### src/design/spi_pkg.sv
// SPI subsystem shared definitions
package spi_pkg;

    localparam int SPI_MODE_W = 2;  // bit 0 cpol, bit 1 cpha
    localparam int CLK_DIV_W  = 16; // system clocks per spi half period

    // operation mode of one transfer
    typedef enum logic [1:0] {
        OP_SEND = 2'd0, // mosi only, rx reads zero
        OP_RECV = 2'd1, // miso only, mosi held low
        OP_BOTH = 2'd2  // full duplex
    } op_mode_e;

    // code 3 falls through to full duplex in both helpers
    function automatic logic op_has_tx(op_mode_e op);
        return op != OP_RECV;
    endfunction

    function automatic logic op_has_rx(op_mode_e op);
        return op != OP_SEND;
    endfunction

endpackage

### src/design/spi_bus_arbiter.sv
// Round-robin arbiter for two SPI clients
`timescale 1ns/1ns

module spi_bus_arbiter
    import spi_pkg::*;
#(
    parameter int DATA_WIDTH = 8
) (
    input  logic                  clk,
    input  logic                  rst_n,
    input  logic                  start_a,
    input  logic                  start_b,
    input  op_mode_e              op_mode_a,
    input  op_mode_e              op_mode_b,
    input  logic [SPI_MODE_W-1:0] spi_mode_a,
    input  logic [SPI_MODE_W-1:0] spi_mode_b,
    input  logic [DATA_WIDTH-1:0] tx_data_a,
    input  logic [DATA_WIDTH-1:0] tx_data_b,
    output logic                  busy_a,
    output logic                  busy_b,
    output logic                  done_a,
    output logic                  done_b,
    output logic                  m_start,    // one cycle grant strobe
    output op_mode_e              m_op_mode,
    output logic [SPI_MODE_W-1:0] m_spi_mode,
    output logic [DATA_WIDTH-1:0] m_tx_data,
    input  logic                  m_done
);

    // client a at index 0, b at index 1
    logic [1:0]            req_start;
    op_mode_e              req_op   [2];
    logic [SPI_MODE_W-1:0] req_mode [2];
    logic [DATA_WIDTH-1:0] req_data [2];
    op_mode_e              hold_op  [2]; // one queued request per client
    logic [SPI_MODE_W-1:0] hold_mode[2];
    logic [DATA_WIDTH-1:0] hold_data[2];
    logic [1:0]            pend;
    logic [1:0]            busy_v;
    logic                  active;       // master owned by a transfer
    logic                  owner;        // also the last served client
    logic                  pick;
    logic                  grant;
    logic                  sel;

    assign req_start = {start_b, start_a};
    assign req_op[0]   = op_mode_a;
    assign req_op[1]   = op_mode_b;
    assign req_mode[0] = spi_mode_a;
    assign req_mode[1] = spi_mode_b;
    assign req_data[0] = tx_data_a;
    assign req_data[1] = tx_data_b;

    assign busy_v[0] = pend[0] | (active & ~owner);
    assign busy_v[1] = pend[1] | (active & owner);
    assign busy_a    = busy_v[0];
    assign busy_b    = busy_v[1];
    assign done_a    = m_done & ~owner;  // steer to owner
    assign done_b    = m_done & owner;

    // tie goes to the client not served last
    assign pick  = (pend == 2'b11) ? ~owner : pend[1];
    assign grant = ~active & (|pend);
    // show the next request already in the decision cycle so sclk parks early
    assign sel   = active ? owner : pick;

    assign m_op_mode  = hold_op[sel];
    assign m_spi_mode = hold_mode[sel];
    assign m_tx_data  = hold_data[sel];

    // request capture, starts while busy are dropped
    always_ff @(posedge clk or negedge rst_n) begin
        if (!rst_n) begin
            for (int i = 0; i < 2; i++) begin
                hold_op[i]   <= OP_SEND;
                hold_mode[i] <= '0; // parked sclk low out of reset
                hold_data[i] <= '0;
            end
        end else begin
            for (int i = 0; i < 2; i++) begin
                if (req_start[i] && !busy_v[i]) begin
                    hold_op[i]   <= req_op[i];
                    hold_mode[i] <= req_mode[i];
                    hold_data[i] <= req_data[i];
                end
            end
        end
    end

    always_ff @(posedge clk or negedge rst_n) begin
        if (!rst_n) begin
            pend    <= '0;
            active  <= 1'b0;
            owner   <= 1'b1; // client a wins the first tie
            m_start <= 1'b0;
        end else begin
            m_start <= 1'b0;
            for (int i = 0; i < 2; i++) begin
                if (req_start[i] && !busy_v[i]) begin
                    pend[i] <= 1'b1;
                end
            end
            if (grant) begin
                pend[pick] <= 1'b0; // picked client is busy, no new start collides
                owner      <= pick;
                active     <= 1'b1;
                m_start    <= 1'b1;
            end else if (m_done) begin
                active <= 1'b0;
            end
        end
    end

endmodule

### src/design/spi_clock_gen.sv
// SPI clock divider and edge strobes
`timescale 1ns/1ns

module spi_clock_gen
    import spi_pkg::*;
(
    input  logic                 clk,
    input  logic                 rst_n,
    input  logic                 enable,     // high for the whole transfer
    input  logic                 cpol,       // idle level of sclk
    input  logic                 cpha,
    input  logic [CLK_DIV_W-1:0] clk_div,    // half period in clk cycles
    output logic                 sclk,
    output logic                 change_stb, // mosi moves at this toggle
    output logic                 sample_stb  // miso captured at this toggle
);

    logic [CLK_DIV_W-1:0] cnt;          // half period counter
    logic                 first;        // no toggle yet in this transfer
    logic                 half_done;    // sclk toggles at the coming edge
    logic                 leading;      // toggle leaves the idle level
    logic                 lead_samples; // modes 0 and 3
    logic                 is_sample;

    // clk_div of 0 behaves like 1
    assign half_done    = enable && (({1'b0, cnt} + 1'b1) >= {1'b0, clk_div});
    assign leading      = (sclk == cpol);
    assign lead_samples = (cpol == cpha);
    assign is_sample    = ~(leading ^ lead_samples);

    // strobes line up with the edge where sclk toggles
    assign sample_stb = half_done & is_sample;
    // a change as the very first toggle is dropped, the msb is already on mosi
    assign change_stb = half_done & ~is_sample & ~first;

    always_ff @(posedge clk or negedge rst_n) begin
        if (!rst_n) begin
            cnt   <= '0;
            sclk  <= 1'b0; // cpol of reset mode
            first <= 1'b1;
        end else if (!enable) begin
            cnt   <= '0;   // park at idle level
            sclk  <= cpol;
            first <= 1'b1;
        end else if (half_done) begin
            cnt   <= '0;
            sclk  <= ~sclk;
            first <= 1'b0;
        end else begin
            cnt <= cnt + 1'b1;
        end
    end

endmodule

### src/design/spi_master.sv
// SPI master transfer engine
`timescale 1ns/1ns

module spi_master
    import spi_pkg::*;
#(
    parameter int DATA_WIDTH = 8
) (
    input  logic                  clk,
    input  logic                  rst_n,
    input  logic                  start,    // only seen in idle
    input  op_mode_e              op_mode,
    input  logic [SPI_MODE_W-1:0] spi_mode,
    input  logic [CLK_DIV_W-1:0]  clk_div,
    input  logic [DATA_WIDTH-1:0] tx_data,
    output logic [DATA_WIDTH-1:0] rx_data,
    output logic                  done,     // one cycle, with cs rising
    output logic                  spi_clk,
    output logic                  spi_mosi,
    output logic                  spi_cs,
    input  logic                  spi_miso
);

    // counter must reach DATA_WIDTH itself
    localparam int CNT_W = $clog2(DATA_WIDTH + 1);
    localparam logic [CNT_W-1:0] BIT_END = CNT_W'(DATA_WIDTH);

    typedef enum logic {
        ST_IDLE,
        ST_XFER
    } state_e;

    state_e                state;
    op_mode_e              op_q;         // latched at start
    logic [SPI_MODE_W-1:0] mode_q;       // latched at start
    logic [SPI_MODE_W-1:0] mode_cur;     // mode seen by the divider
    logic [DATA_WIDTH-1:0] tx_sh;        // msb drives mosi
    logic [DATA_WIDTH-1:0] rx_sh;        // miso enters at lsb
    logic [CNT_W-1:0]      bit_cnt;      // sample strobes so far
    logic                  active;
    logic                  change_stb;
    logic                  sample_stb;
    logic                  trail_sample; // modes 1 and 2 sample on trailing edge
    logic                  last_bit;

    // in idle the incoming mode sets the parked sclk level
    assign mode_cur     = (state == ST_IDLE) ? spi_mode : mode_q;
    assign active       = (state == ST_XFER);
    assign trail_sample = mode_q[0] ^ mode_q[1];
    assign last_bit     = (bit_cnt == BIT_END - 1'b1);

    assign spi_mosi = tx_sh[DATA_WIDTH-1];
    assign rx_data  = rx_sh;

    spi_clock_gen i_clock_gen (
        .clk        (clk),
        .rst_n      (rst_n),
        .enable     (active),
        .cpol       (mode_cur[0]),
        .cpha       (mode_cur[1]),
        .clk_div    (clk_div),
        .sclk       (spi_clk),
        .change_stb (change_stb),
        .sample_stb (sample_stb)
    );

    always_ff @(posedge clk or negedge rst_n) begin
        if (!rst_n) begin
            state   <= ST_IDLE;
            spi_cs  <= 1'b1;
            done    <= 1'b0;
            op_q    <= OP_SEND;
            mode_q  <= '0;
            bit_cnt <= '0;
            tx_sh   <= '0;
            rx_sh   <= '0;
        end else begin
            done <= 1'b0;
            case (state)
                ST_IDLE: begin
                    if (start) begin
                        spi_cs  <= 1'b0;
                        op_q    <= op_mode;
                        mode_q  <= spi_mode;
                        bit_cnt <= '0;
                        tx_sh   <= op_has_tx(op_mode) ? tx_data : '0; // zeros keep mosi low
                        rx_sh   <= '0;
                        state   <= ST_XFER;
                    end
                end
                ST_XFER: begin
                    if (sample_stb) begin
                        bit_cnt <= bit_cnt + 1'b1;
                        if (op_has_rx(op_q)) begin
                            rx_sh <= {rx_sh[DATA_WIDTH-2:0], spi_miso}; // msb first
                        end
                        if (trail_sample && last_bit) begin // last sample closes the word
                            spi_cs <= 1'b1;
                            done   <= 1'b1;
                            state  <= ST_IDLE;
                        end
                    end else if (change_stb) begin
                        if (bit_cnt == BIT_END) begin // trailing edge after last sample
                            spi_cs <= 1'b1;
                            done   <= 1'b1;
                            state  <= ST_IDLE;
                        end else if (op_has_tx(op_q)) begin
                            tx_sh <= {tx_sh[DATA_WIDTH-2:0], 1'b0};
                        end
                    end
                end
                default: state <= ST_IDLE;
            endcase
        end
    end

endmodule

### src/design/spi_subsystem.sv
// Two-client SPI master subsystem
`timescale 1ns/1ns

module spi_subsystem
    import spi_pkg::*;
#(
    parameter int DATA_WIDTH = 8
) (
    input  logic                  clk,
    input  logic                  rst_n,
    input  logic [CLK_DIV_W-1:0]  clk_div,    // static during a transfer
    input  logic                  start_a,
    input  logic                  start_b,
    input  op_mode_e              op_mode_a,
    input  op_mode_e              op_mode_b,
    input  logic [SPI_MODE_W-1:0] spi_mode_a,
    input  logic [SPI_MODE_W-1:0] spi_mode_b,
    input  logic [DATA_WIDTH-1:0] tx_data_a,
    input  logic [DATA_WIDTH-1:0] tx_data_b,
    output logic                  busy_a,
    output logic                  busy_b,
    output logic                  done_a,
    output logic                  done_b,
    output logic [DATA_WIDTH-1:0] rx_data,    // shared by both clients
    output logic                  spi_clk,
    output logic                  spi_mosi,
    output logic                  spi_cs,
    input  logic                  spi_miso
);

    logic                  m_start;
    op_mode_e              m_op_mode;
    logic [SPI_MODE_W-1:0] m_spi_mode;
    logic [DATA_WIDTH-1:0] m_tx_data;
    logic                  m_done;

    spi_bus_arbiter #(
        .DATA_WIDTH (DATA_WIDTH)
    ) i_arbiter (
        .clk        (clk),
        .rst_n      (rst_n),
        .start_a    (start_a),
        .start_b    (start_b),
        .op_mode_a  (op_mode_a),
        .op_mode_b  (op_mode_b),
        .spi_mode_a (spi_mode_a),
        .spi_mode_b (spi_mode_b),
        .tx_data_a  (tx_data_a),
        .tx_data_b  (tx_data_b),
        .busy_a     (busy_a),
        .busy_b     (busy_b),
        .done_a     (done_a),
        .done_b     (done_b),
        .m_start    (m_start),
        .m_op_mode  (m_op_mode),
        .m_spi_mode (m_spi_mode),
        .m_tx_data  (m_tx_data),
        .m_done     (m_done)
    );

    spi_master #(
        .DATA_WIDTH (DATA_WIDTH)
    ) i_master (
        .clk      (clk),
        .rst_n    (rst_n),
        .start    (m_start),
        .op_mode  (m_op_mode),
        .spi_mode (m_spi_mode),
        .clk_div  (clk_div),
        .tx_data  (m_tx_data),
        .rx_data  (rx_data), // held until next start
        .done     (m_done),
        .spi_clk  (spi_clk),
        .spi_mosi (spi_mosi),
        .spi_cs   (spi_cs),
        .spi_miso (spi_miso)
    );

endmodule

### config.mk
export PLATFORM = sky130hd
export DESIGN_NAME = spi_subsystem
export DESIGN_NICKNAME = d
export VERILOG_FILES = /design/src/design/spi_pkg.sv /design/src/design/spi_bus_arbiter.sv /design/src/design/spi_clock_gen.sv /design/src/design/spi_master.sv /design/src/design/spi_subsystem.sv
export SDC_FILE = /design/constraint.sdc
export NUM_CORES = 1
export LEC_CHECK = 0
export BUFFER_PORTS_ARGS = -buffer_cell sky130_fd_sc_hd__buf_2
export CORE_ASPECT_RATIO = 2
export CORE_MARGIN = 2
export CORE_UTILIZATION = 28
export CTS_CLUSTER_DIAMETER = 200
export DETAILED_ROUTE_END_ITERATION = 10
export HOLD_SLACK_MARGIN = 0.08
export PLACE_DENSITY = 0.52
export SETUP_SLACK_MARGIN = 0.1
export SYNTH_ARGS = -nofsm -noshare
export SYNTH_HDL_FRONTEND = slang
export SYNTH_SLANG_ARGS = --single-unit
### constraint.sdc
create_clock -name clk -period 3.71 [get_ports clk]
set_input_delay 0.1855 -clock clk [delete_from_list [all_inputs] [get_ports clk]]
set_output_delay 0.1855 -clock clk [all_outputs]
set_load 0.01 [all_outputs]
; Yosys cells after proc, flatten, opt, wreduce, memory -nomap -nowiden
; Cells that the tools add are included.
[word_totals]
word_cells = 139
regBits = 74
output_inout_bits = 15
input_bits = 45
[classes]
addsub = 3
eq_ne = 18
reduce_logical = 15
mux = 57
n_lt_le_gt_ge = 4
n_bitwise = 21
[op_table]
columns = op, n
row1 = 8-bit 2-to-1 mux, 12
row2 = 16-bit 2-to-1 mux, 2
row3 = 8-bit one-hot mux with 2 select lines, 2
row4 = 1-bit 2-to-1 mux, 27
row5 = 16-bit by 1-bit adder with 17-bit output (second input constant), 1
row6 = 17-bit by 16-bit greater-or-equal comparator with 1-bit output, 1
row7 = 16-bit by 1-bit adder with 16-bit output (second input constant), 1
row8 = 2-bit 2-to-1 mux, 8
row9 = 2-bit inequality test (second input constant), 8
row10 = 3-bit inequality test (second input constant), 3
row11 = 1-bit AND, 8
row12 = 4-bit 2-to-1 mux, 2
row13 = 4-bit one-hot mux with 2 select lines, 1
row14 = 1-bit NOT, 6
row15 = 1-bit logical AND, 5
row16 = 5-bit AND reduction, 1
row17 = 4-bit by 1-bit adder with 4-bit output (second input constant), 1
row18 = 4-bit by 3-bit == test with 1-bit output (second input constant), 1
row19 = 4-bit == test (second input constant), 1
row20 = 2-bit by 1-bit inequality test with 1-bit output (second input constant), 2
row21 = 1-bit one-hot mux with 2 select lines, 2
row22 = 2-bit AND reduction, 2
row23 = 4-bit AND reduction, 1
row24 = 2-bit nonzero test, 2
row25 = other kinds (14), 18

; Logic depth before layout (Yosys ltp)
; Gate-level depths: netlist of the first run.
[logic_depth]
word_depth = 15
mapped_depth = 14
ltp_nobuf = 12

; Hierarchy
; Synthesis of the first run repeated with hierarchy kept, for this count alone.
[hier_totals]
cells_unflattened = 407
hier_area_um2 = 4227.8
[by_module_without_submodules]
columns = mod, seq_area_each_um2, cells_each, area_per_inst_um2, n_inst
row1 = spi_bus_arbiter, 726.9, 134, 1537.7, 1
row2 = spi_master, 676.9, 133, 1382.6, 1
row3 = spi_clock_gen, 451.7, 140, 1307.5, 1

; Least setup slack after synthesis of the first run
; No wires, ideal clock.
[synth_timing]
path_kind = register to register
from = register i_master.i_clock_gen.cnt[2]
to = register i_master.bit_cnt[0]
arrival_time_ps = 2609
setup_time_ps = 79
synth_period_minus_slack_ps = 2689
required_time_ps = 3631
path_stages_with_launch = 14
setup_slack_ps = 1021
n_path_buf = 1
path_cell_list = dfrtp_1 > and3_1 > and4_1 > nand4_1 > nor2_1 > xor2_1 > ha_1 > a21oi_1 > a21oi_1 > o31ai_1 > o311a_1 > nand2b_1 > buf_2 > mux2i_1
[synth_via]
elab_chain_cells = 6
[synth_lines]
columns = element, line
row1 = from (decl), spi_clock_gen.sv:18  ; logic [CLK_DIV_W-1:0] cnt;
row2 = from (signal assigned), spi_clock_gen.sv:50  ; cnt <= cnt + 1'b1;
row3 = 16-bit by 1-bit adder with 17-bit output, spi_clock_gen.sv:26  ; assign half_done = enable && (({1'b0, cnt} + 1'b1) >= {1'b0, clk_div});
row4 = 17-bit by 16-bit greater-or-equal comparator with 1-bit output, spi_clock_gen.sv:26
row5 = 1-bit logical AND, spi_clock_gen.sv:26
row6 = 1-bit AND, spi_clock_gen.sv:32  ; assign sample_stb = half_done & is_sample;
row7 = 2-bit inequality test (no line), n/a
row8 = 2-bit AND reduction (no line), n/a
row9 = to (signal assigned), spi_master.sv:93  ; bit_cnt <= bit_cnt + 1'b1;
row10 = to (decl), spi_master.sv:39  ; logic [CNT_W-1:0] bit_cnt;
; Every way passes these cells.
; A chain may end at the register's enable or synchronous reset.

; Final worst setup path of the first run
[layout_timing]
from = register i_master.i_clock_gen.cnt[0]
to = register i_master.tx_sh[1]
[layout_via]
elab_chain_cells = 7
elab_cells_between_ends = 9
cone_classes = add/sub: 1 / order compare: 1 / eq/ne: 2 / bitwise: 3 / reduce/logical: 2
[layout_lines]
columns = element, line
row1 = 16-bit by 1-bit adder with 17-bit output (*), spi_clock_gen.sv:26
row2 = 17-bit by 16-bit greater-or-equal comparator with 1-bit output (*), spi_clock_gen.sv:26
row3 = 1-bit logical AND (*), spi_clock_gen.sv:26
row4 = 1-bit AND (2 in a row), spi_clock_gen.sv:34  ; assign change_stb = half_done & ~is_sample & ~first;
row5 = 2-bit inequality test (no line), n/a
row6 = 5-bit AND reduction (no line) (*), n/a
row7 = to (signal assigned), spi_master.sv:86  ; tx_sh <= op_has_tx(op_mode) ? tx_data : '0;
row8 = to (signal assigned), spi_master.sv:108  ; tx_sh <= {tx_sh[DATA_WIDTH-2:0], 1'b0};
row9 = to (decl), spi_master.sv:37  ; logic [DATA_WIDTH-1:0] tx_sh;
; Every way passes the cells marked *; elsewhere a longest branch is shown, timed or not.

==> results of run 1 <==
-- power groups by stage --
stage          Clock (uW)  Sequential, uW  Combinational, uW
2_1_floorplan           0             960                228
3_3_place_gp            0             979                319
3_5_place_dp            0             985                329
4_1_cts               837             970                342
5_1_grt               873             984                383
6_report              800             970                337
-- critical path: cells and delay by family, from the launching register on --
kind	cells	cell delay (ns)
buf+inv	1	0.23
simple gates	4	0.75
fa+ha+maj	2	0.55
xor+xnor	1	0.22
flops	1	0.42
compound gates	5	0.97
-- registers in the layout, summed over array words and instances, names as in the netlist, 2 cells and up --
signal / flops
i_arbiter.pend: 2
i_master.bit_cnt: 4
i_master.tx_sh: 8
i_arbiter.hold_data: 16
i_arbiter.hold_op: 4
i_master.mode_q: 2
i_master.op_q: 2
i_arbiter.hold_mode: 4
i_master.i_clock_gen.cnt: 16
i_master.rx_data: 8
-- what timing repair did --
item                                    4_1_cts  5_1_grt
endpoints found under the setup margin        0       21
hold buffers                                 13        0
endpoints found under the hold margin        83        0
resized for setup                             0        2
-- cell families (layout without fill, tap and decap cells) --
kind of cell / Yosys count / in the layout / share of synthesized area
buffers and inverters: 40 / 119 / 0.0441
AND/OR/NAND/NOR: 122 / 122 / 0.166
flip-flops: 74 / 74 / 0.488
XOR/XNOR: 17 / 17 / 0.0391
multiplexers: 27 / 27 / 0.0779
adder cells (fa/ha/maj): 19 / 19 / 0.0625
AO/OA/AOI/OAI: 70 / 70 / 0.123
-- worst paths after layout --
path	slack (ns)	startpoint	end	cells after the start
min in group asynchronous	0.53	rst_n	i_master.i_clock_gen.cnt[12]$_DFF_PN0_	2
setup reg to reg	0.44	i_master.i_clock_gen.cnt[0]$_DFF_PN0_	i_master.tx_sh[1]$_DFFE_PN0P_	13
setup / recovery	0.44	i_master.i_clock_gen.cnt[0]$_DFF_PN0_	i_master.tx_sh[1]$_DFFE_PN0P_	13
max in group asynchronous	2.56	rst_n	i_arbiter.active$_DFFE_PN0P_	2
hold reg to reg	0.46	i_master.i_clock_gen.first$_DFFE_PN1P_	i_master.i_clock_gen.first$_DFFE_PN1P_	2
hold / removal	0.1	tx_data_b[5]	i_arbiter.hold_data[5]$_DFFE_PN0P_	2
-- layout by cell type, fill, tap and decap left out, drive strengths merged, types with 4 or more instances in the layout --
cell         netlist  final
dfrtp             71     71
buf                5     65
nand2             46     46
inv               25     25
mux2              21     21
and3              20     20
ha                19     19
o21ai             18     18
nor2              14     14
clkbuf            10     14
dlygate4sd3        0     13
a21oi             12     12
xnor2             11     11
o22ai              9      9
nand3              8      8
nand4              8      8
a311oi             7      7
a2bb2oi            7      7
nand2b             7      7
xor2               6      6
nor2b              6      6
mux2i              6      6
and2               4      4
-- through the flow --
stage / hold slack, ns / instances
after floorplan: -0.110 / 369
after global placement: 0.395 / 574
after detailed placement: 0.396 / 574
after CTS: 0.0802 / 603
after global routing: 0.0816 / 603
final: 0.0964 / 603
-- layout make-up --
| cell class | count | area [um2] |
|---|---|---|
| fill | 1404 | 8680 |
| sequential | 74 | 1860 |
| multi-input combinational | 255 | 1790 |
| timing repair buffer | 78 | 473 |
| clock buffer | 14 | 264 |
| tap | 155 | 194 |
| inverter | 25 | 93.8 |
| clock inverter | 2 | 12.5 |
-- routing by layer --
metal,track usage,part of all wire,vias up
li1,-,-,1453
met1,0.136,0.38,1449
met2,0.254,0.57,66
met3,0.0341,0.036,6
met4,0.0530,0.013,0
met5,0,0,-
-- cell usage after synthesis, drive strengths merged, types with 5 or more instances --
master | count | area [um2]
nor2b | 6 | 37.5
inv | 25 | 93.8
dfrtp | 71 | 1780
nand2b | 7 | 43.8
nor2 | 14 | 55.1
clkbuf | 10 | 37.5
a311oi | 7 | 61.3
a21oi | 12 | 71.3
mux2 | 21 | 236
o22ai | 9 | 56.3
ha | 19 | 238
a2bb2oi | 7 | 61.3
nand4 | 8 | 56.3
buf | 5 | 36.3
nand2 | 46 | 173
o21ai | 18 | 90.1
xor2 | 6 | 52.6
nand3 | 8 | 40.0
xnor2 | 11 | 96.3
and3 | 20 | 125
mux2i | 6 | 60.1
==> impl_metrics.tcl, run 1 <==
set metrics [dict create \
    status "finished, final reports clean" \
    finalCritPeriodShare 0.883 \
    row_count 60 \
    synth_area_per_cell_um2 10.3 \
    drv_slew 0 \
    hold_violations 0 \
    syn-instance-count 369 \
    final_layout_size_suffix_gt1_frac 0.241 \
    ant_nets 0 \
    yosysSeqAreaShare 0.488 \
    htreeDepth 3 \
    ys.flop_type "dfrtp_1" \
    path_clk_slew_ns 0.05 \
    overflow 0 \
    relSlewSlack 0.380 \
    grt_pass1_vias 3120 \
    cts_sinks 74 \
    setup_viol 0 \
    required_ns 3.91 \
    crit_type "register to register" \
    power_density_nw_per_um2 450 \
    fp.coreArea_um2 13400 \
    p_int_uw 1550 \
    power_frac_seq 0.460 \
    rsz0062_at_grt "no" \
    skew_ns 0.00675 \
    drv_cap 0 \
    diodes 0 \
    syn_area_um2 3800 \
    ys_seq_elements 74 \
    drt-initial-drc-count 89 \
    finalSetupTns_ns 0 \
    io_buffer_count 59 \
    p_leak_uw 0.00228 \
    drc_errors 0 \
    switchingPower_uw 555 \
    final_area_um2 4680 \
    via_per_inst 4.93 \
    ys_async_sr_fraction 1.00 \
    finalPower_uw 2110 \
    p_clk_frac 0.380 \
    hpwlAfterDp_um 6850 \
    synth_cell_types 42 \
    gp_congestion 0.886 \
    tightestPinTransition_ns 0.931 \
    area_delta_synth_final_pct 23.0 \
    hold_class "primary input to register" \
    peakVddDrop_uv 220 \
    grt_pass1_wl_um 15100 \
    syn_nets 433 \
    crit_arrival_ns 3.48 \
    end_kind "register" \
    drt-total-wl_um 9070 \
    pwr-share-comb 0.160 \
    yosys_warnings 0 \
    cp_slowest_stage_delay_ns 0.42 \
    vias 2974 \
    clkLatencyLatePin_ns 0.33 \
    antenna_found_initial 0 \
    die_area_um2 14600 \
    dpl_worst_slack_ns 0.232 \
    nets 507 \
    finalCoreUtilization 0.350 \
    grt_max_degree 75 \
    min_period_ns 3.27 \
    crit_slowest_cell "dfrtp_1" \
    grt.total_usage 0.134 \
    synth-edff-count 0 \
    wl_per_cell_um 15.0 \
    io-pin-count 60 \
    initial_utilization 0.285 \
    fmax_mhz 305 \
    die_h_um 169 \
    dieWidth_um 86.4 \
    first_pass_iters 4 \
    path_max_fanout 12 \
    cts_buffers 9 \
    dpl_cell_area_um2 4270 \
    switching_share 0.263 \
    crit_path_start_kind "register" \
    cts.path.max_buffers 2 \
    post_cts_buffers 0 \
    cp_cell_sequence "ha_1 -> nand2_1 -> nor4_4 -> nand3_1 -> xnor2_1 -> ha_1 -> nand3_1 -> a21oi_1 -> o31ai_1 -> o311a_2 -> buf_4 -> a21oi_4 -> a2bb2oi_1" \
    setup_slack_ns 0.436 \
    ctsRootBufferMaster "clkbuf_16" \
    cts_tree "yes" \
]
Power figures use the tool's default switching activity.
==> run 2: changes to the inputs <==
--- a/config.mk
+++ b/config.mk
@@ -9,6 +9,7 @@
 export CORE_ASPECT_RATIO = 2
 export CORE_MARGIN = 2
 export CORE_UTILIZATION = 28
+export CTS_BUF_LIST = sky130_fd_sc_hd__clkbuf_4
 export CTS_CLUSTER_DIAMETER = 200
 export DETAILED_ROUTE_END_ITERATION = 10
 export HOLD_SLACK_MARGIN = 0.08
==> run 2 against run 1 <==
  * Worst setup slack improved by 0.0035 ns
  * Via count is 1.5% higher
  * Sequential cell count stayed put
  * Global-route usage is essentially flat
  * Sequential share of layout area increased by 0.20 points
  * Routed wire length increased by 1.2%
  * Maximum frequency grew 0.11%
  * Total power shrank 17%
  * Final cell count grew 2.5%
  * Combinational power is 3% higher
  * Core utilization shrank 0.18 points
  * Die area unchanged
==> impl_metrics.tcl, run 2 (synthesis gave the netlist of run 1 again) <==
set metrics [dict create \
    dieWidth_um 86.4 \
    hold_class "primary input to register" \
    via_per_inst 4.89 \
    cts.path.max_buffers 2 \
    crit_path_start_kind "register" \
    min_period_ns 3.27 \
    skew_ns 0.0210 \
    grt_pass1_wl_um 15100 \
    fp.coreArea_um2 13400 \
    final_common_cell "dfrtp_1" \
    grt.total_usage 0.134 \
    cts_sinks 74 \
    required_ns 4.03 \
    hold_violations 0 \
    setup_viol 0 \
    io-pin-count 60 \
    r2r-start "i_master.i_clock_gen.cnt[0]$_DFF_PN0_" \
    reg_top3 "i_arbiter.hold_data: 16 flops, i_master.i_clock_gen.cnt: 16 flops" \
    antenna_found_initial 0 \
    die_h_um 169 \
    timing.rr.end "i_master.tx_sh[6]$_DFFE_PN0P_" \
    drv_cap 0 \
    cp-startpoint "i_master.i_clock_gen.cnt[0]$_DFF_PN0_" \
    drv_slew 0 \
    fmax_mhz 306 \
    overflow 0 \
    power_density_nw_per_um2 376 \
    drt-initial-drc-count 110 \
    wl_per_cell_um 14.8 \
    setup_slack_ns 0.439 \
    grt_pass1_vias 3132 \
    initial_utilization 0.285 \
    tightestPinTransition_ns 0.939 \
    path_clk_slew_ns 0.12 \
    p_leak_uw 0.00227 \
    final_layout_size_suffix_gt1_frac 0.236 \
    relSlewSlack 0.374 \
    rrSetupSlack_ns 0.44 \
    end_kind "register" \
    finalCritPeriodShare 0.882 \
    crit_arrival_ns 3.59 \
    first_pass_iters 4 \
    fin_cells 618 \
    crit_type "register to register" \
    peakVddDrop_uv 249 \
    vias 3019 \
    ant_nets 0 \
    drc_errors 0 \
    n_fill_cell 1414 \
    path_max_fanout 12 \
    rsz0062_at_grt "no" \
    gp_congestion 0.886 \
    endpoint "i_master.tx_sh[6]$_DFFE_PN0P_" \
    htreeDepth 3 \
    finalSetupTns_ns 0 \
    grt_max_degree 75 \
    reg2reg_depth 13 \
    finalPower_uw 1750 \
    die_area_um2 14600 \
    row_count 60 \
    dpl.cell_count 574 \
    drt-total-wl_um 9180 \
    clkLatencyLatePin_ns 0.44 \
    status "finished, final reports clean" \
    area_delta_synth_final_pct 22.3 \
    dpl_worst_slack_ns 0.232 \
    io_buffer_count 59 \
    hpwlAfterDp_um 6850 \
    cts_buffers 9 \
    nets 521 \
    final_cell_mix "71 x dfrtp_1, 58 x buf_2, 46 x nand2_1" \
    cts_tree "yes" \
    ctsRootBufferMaster "clkbuf_4" \
]
run 2: cell count changes in the layout (fill, tap and decap cells not counted):
| cell | before | now |
|---|---|---|
| clkbuf_16 | 9 | 0 |
| clkbuf_8 | 2 | 0 |
| diode_2 | 0 | 1 |
| clkinv_1 | 0 | 2 |
| dlygate4sd3_1 | 13 | 27 |
| clkbuf_1 | 3 | 0 |
| clkbuf_4 | 0 | 12 |
run 2: worst min-delay path by stage:
| stage | start | cells past startpoint | to |
|---|---|---|---|
| 2_1_floorplan | rst_n | 0 | i_arbiter.active$_DFFE_PN0P_ |
| 3_3_place_gp | rst_n | 1 | i_master.rx_data[7]$_DFFE_PN0P_ |
| 3_5_place_dp | rst_n | 1 | i_master.i_clock_gen.cnt[12]$_DFF_PN0_ |
| 4_1_cts | start_b | 6 | i_arbiter.hold_op[1]$_DFFE_PN0P_ |
| 5_1_grt | start_b | 5 | i_arbiter.pend[1]$_DFF_PN0_ |
| 6_report | start_b | 6 | i_arbiter.hold_op[1]$_DFFE_PN0P_ |
run 2: timing repair:
item / in CTS / in global routing
hold endpoints to repair: 97 / 0
endpoints found under the setup margin: 0 / 24
setup buffers: 0 / 0
gates resized for setup: 0 / 2
hold buffers: 27 / 0
run 2: through the flow:
step           area [um2]   util  hold slack (ns)
6_report             4650  0.348            0.297
5_1_grt              4650  0.348            0.288
4_1_cts              4650  0.348            0.281
3_5_place_dp         4270  0.319            0.396
3_3_place_gp         4270  0.319            0.395
2_1_floorplan        3800      -           -0.110
run 2: per-layer routing:
metal	vias to the layer above	part of all wire	global-route usage
li1	1486	-	-
met1	1454	0.38	0.136
met2	63	0.56	0.254
met3	16	0.036	0.0332
met4	0	0.023	0.0510
met5	-	0	0
run 2: power by group:
| group | switching [uW] | leakage [uW] | internal, uW |
|---|---|---|---|
| sequential | 74.8 | 0.000864 | 893 |
| combinational | 171 | 0.00134 | 178 |
| clock | 276 | 0.0000624 | 155 |
| total | 522 | 0.00227 | 1230 |
run 2: layout make-up:
cell class                 instances  area [um2]  share of cell area
sequential                        74        1860               0.399
multi-input combinational        255        1790               0.384
timing repair buffer              92         613               0.132
tap                              155         194              0.0417
inverter                          25        93.8              0.0202
clock buffer                      12        90.1              0.0194
clock inverter                     4        20.0             0.00430
antenna                            1        2.50            0.000538
run 2: critical path, stage by stage, from the launching register on:
cell and delay, ns:
dfrtp_1 0.44, ha_1 0.26, nand2_1 0.12, nor4_4 0.35
nand3_1 0.14, xnor2_1 0.22, ha_1 0.29, nand3_1 0.14
a21oi_1 0.07, o31ai_1 0.26, o311a_2 0.34, buf_4 0.23
a21oi_4 0.11, a2bb2oi_1 0.18
==> run 3: changes to the inputs <==
--- a/config.mk
+++ b/config.mk
@@ -5,7 +5,7 @@
 export SDC_FILE = /design/constraint.sdc
 export NUM_CORES = 1
 export LEC_CHECK = 0
-export BUFFER_PORTS_ARGS = -buffer_cell sky130_fd_sc_hd__buf_2
+export BUFFER_PORTS_ARGS = -buffer_cell sky130_fd_sc_hd__buf_4
 export CORE_ASPECT_RATIO = 2
 export CORE_MARGIN = 2
 export CORE_UTILIZATION = 28
==> run 3 against run 2 <==
  * Global-route usage about the same
  * Core utilization rose by 1.4 points
  * Routed wire length increased by 0.60%
  * Non-clock buffer count fell by 1
  * Clock skew fell by 0.010 ns
  * Sequential power about the same
  * Cell area rose by 3.9%
  * Die area unchanged
  * Count of clock-buffer cells in the layout decreased by 3
  * Maximum frequency down 1.1%
  * Final cell count shrank 0.16%
  * Sequential share of layout area down 1.5 points
  * Largest cell class unchanged
  * Highest routed layer unchanged
==> impl_metrics.tcl, run 3 (synthesis gave the netlist of run 1 again) <==
set metrics [dict create \
    final_cell_mix "71 x dfrtp_1, 64 x buf_4, 46 x nand2_1" \
    reg_top3 "i_arbiter.hold_data: 16 flops, i_master.i_clock_gen.cnt: 16 flops" \
    final_layout_size_suffix_gt1_frac 0.230 \
    drv_cap 0 \
    drt-initial-drc-count 119 \
    gr-usage-met3 0.0205 \
    grt_max_degree 75 \
    io_buffer_count 59 \
    final_common_cell "dfrtp_1" \
    dpl.cell_count 573 \
    status "finished, final reports clean" \
    path_clk_slew_ns 0.12 \
    drt-total-wl_um 9230 \
    cts_tree "yes" \
    switching_share 0.278 \
    fp.coreArea_um2 13400 \
    fmax_mhz 302 \
    pwr-share-comb 0.190 \
    hold_violations 0 \
    setup_viol 0 \
    tightestPinTransition_ns 0.966 \
    drv_slew 0 \
    power_density_nw_per_um2 387 \
    relSlewSlack 0.356 \
    switchingPower_uw 521 \
    first_pass_iters 5 \
    wl_per_cell_um 15.0 \
    busiest_layer "met2" \
    cts_buffers 9 \
    rsz0062_at_grt "no" \
    overflow 0 \
    use_met1 0.143 \
    ctsRootBufferMaster "clkbuf_4" \
    crit_arrival_ns 3.60 \
    hpwlAfterDp_um 6820 \
    io-pin-count 60 \
    crit_path_start_kind "register" \
    peakVddDrop_uv 183 \
    rrSetupSlack_ns 0.40 \
    row_count 60 \
    nets 520 \
    gp_congestion 0.828 \
    finalCritPeriodShare 0.891 \
    finalSetupTns_ns 0 \
    htreeDepth 3 \
    crit_type "register to register" \
    hold_class "primary input to register" \
    drc_errors 0 \
    ant_nets 0 \
    path_max_fanout 16 \
    p_int_uw 1350 \
    grt.total_usage 0.134 \
    initial_utilization 0.285 \
    area_delta_synth_final_pct 27.1 \
    grt_use_met2 0.252 \
    min_period_ns 3.31 \
    required_ns 4.00 \
    cts.path.max_buffers 2 \
    grt_pass1_vias 3199 \
    skew_ns 0.0109 \
    antenna_found_initial 1 \
    dieWidth_um 86.4 \
    vias 3047 \
    power_frac_seq 0.517 \
    die_h_um 169 \
    cts_sinks 74 \
    end_kind "register" \
    die_area_um2 14600 \
    grt_pass1_wl_um 15400 \
    p_leak_uw 0.00234 \
    fin_cells 617 \
    via_per_inst 4.94 \
    p_clk_frac 0.293 \
    clkLatencyLatePin_ns 0.41 \
]
run 3: area by class of cell:
type	instances	area [um2]
fill	1388	8530
sequential	74	1860
multi-input combinational	255	1790
timing repair buffer	91	751
tap	155	194
inverter	25	93.8
clock inverter	7	83.8
clock buffer	9	67.6
antenna	1	2.50
run 3: layer usage:
metal,share of wire,vias to the layer above,wire length [um]
met2,0.57,73,5240
met5,0,-,0
met3,0.031,20,289
met1,0.38,1477,3500
li1,-,1477,-
met4,0.022,0,204
run 3: critical path, cell delays in order, from the launching register on:
cell       delay (ns)
dfrtp_1          0.45
and3_1           0.22
and4_1           0.27
nand4_1          0.19
nor2_1           0.17
xor2_1           0.23
ha_1             0.30
a21oi_1          0.18
a21oi_1          0.10
o31ai_2          0.29
o311a_1          0.26
buf_4            0.23
a21oi_4          0.11
a2bb2oi_1        0.19
run 3: timing repair:
action / CTS / global route
hold buffers: 27 / 0
buffers inserted: 0 / 0
hold endpoints to repair: 97 / 0
resized for setup: 0 / 2
endpoints found under the setup margin: 0 / 22
run 3: power by group through the flow:
stage	clock network, uW	registers (uW)	logic [uW]
after floorplan	0	960	228
after global placement	0	980	333
after detailed placement	0	984	342
after CTS	579	967	366
after global routing	619	981	407
final	549	967	356
run 3: path summary, 6_finish.rpt:
| path | start | endpoint | cells past startpoint |
|---|---|---|---|
| setup / recovery | i_master.i_clock_gen.cnt[2]$_DFF_PN0_ | i_master.tx_sh[5]$_DFFE_PN0P_ | 13 |
| setup reg to reg | i_master.i_clock_gen.cnt[2]$_DFF_PN0_ | i_master.tx_sh[5]$_DFFE_PN0P_ | 13 |
| hold reg to reg | i_master.i_clock_gen.first$_DFFE_PN1P_ | i_master.i_clock_gen.first$_DFFE_PN1P_ | 2 |
| max in group asynchronous | rst_n | i_master.active$_DFF_PN0_ | 2 |
| min in group asynchronous | rst_n | i_master.rx_data[7]$_DFFE_PN0P_ | 2 |
| hold / removal | start_b | i_arbiter.hold_data[0]$_DFFE_PN0P_ | 6 |
run 3: metrics by stage:
stage | total power [uW] | util | area, um2 | hold slack (ns) | setup WS (ns)
2_1_floorplan | 1190 | - | 3800 | -0.110 | 1.02
3_3_place_gp | 1310 | 0.330 | 4410 | 0.394 | 0.417
3_5_place_dp | 1330 | 0.330 | 4410 | 0.393 | 0.338
4_1_cts | 1910 | 0.361 | 4830 | 0.297 | 0.302
5_1_grt | 2010 | 0.362 | 4840 | 0.304 | 0.122
6_report | 1870 | 0.362 | 4840 | 0.331 | 0.403
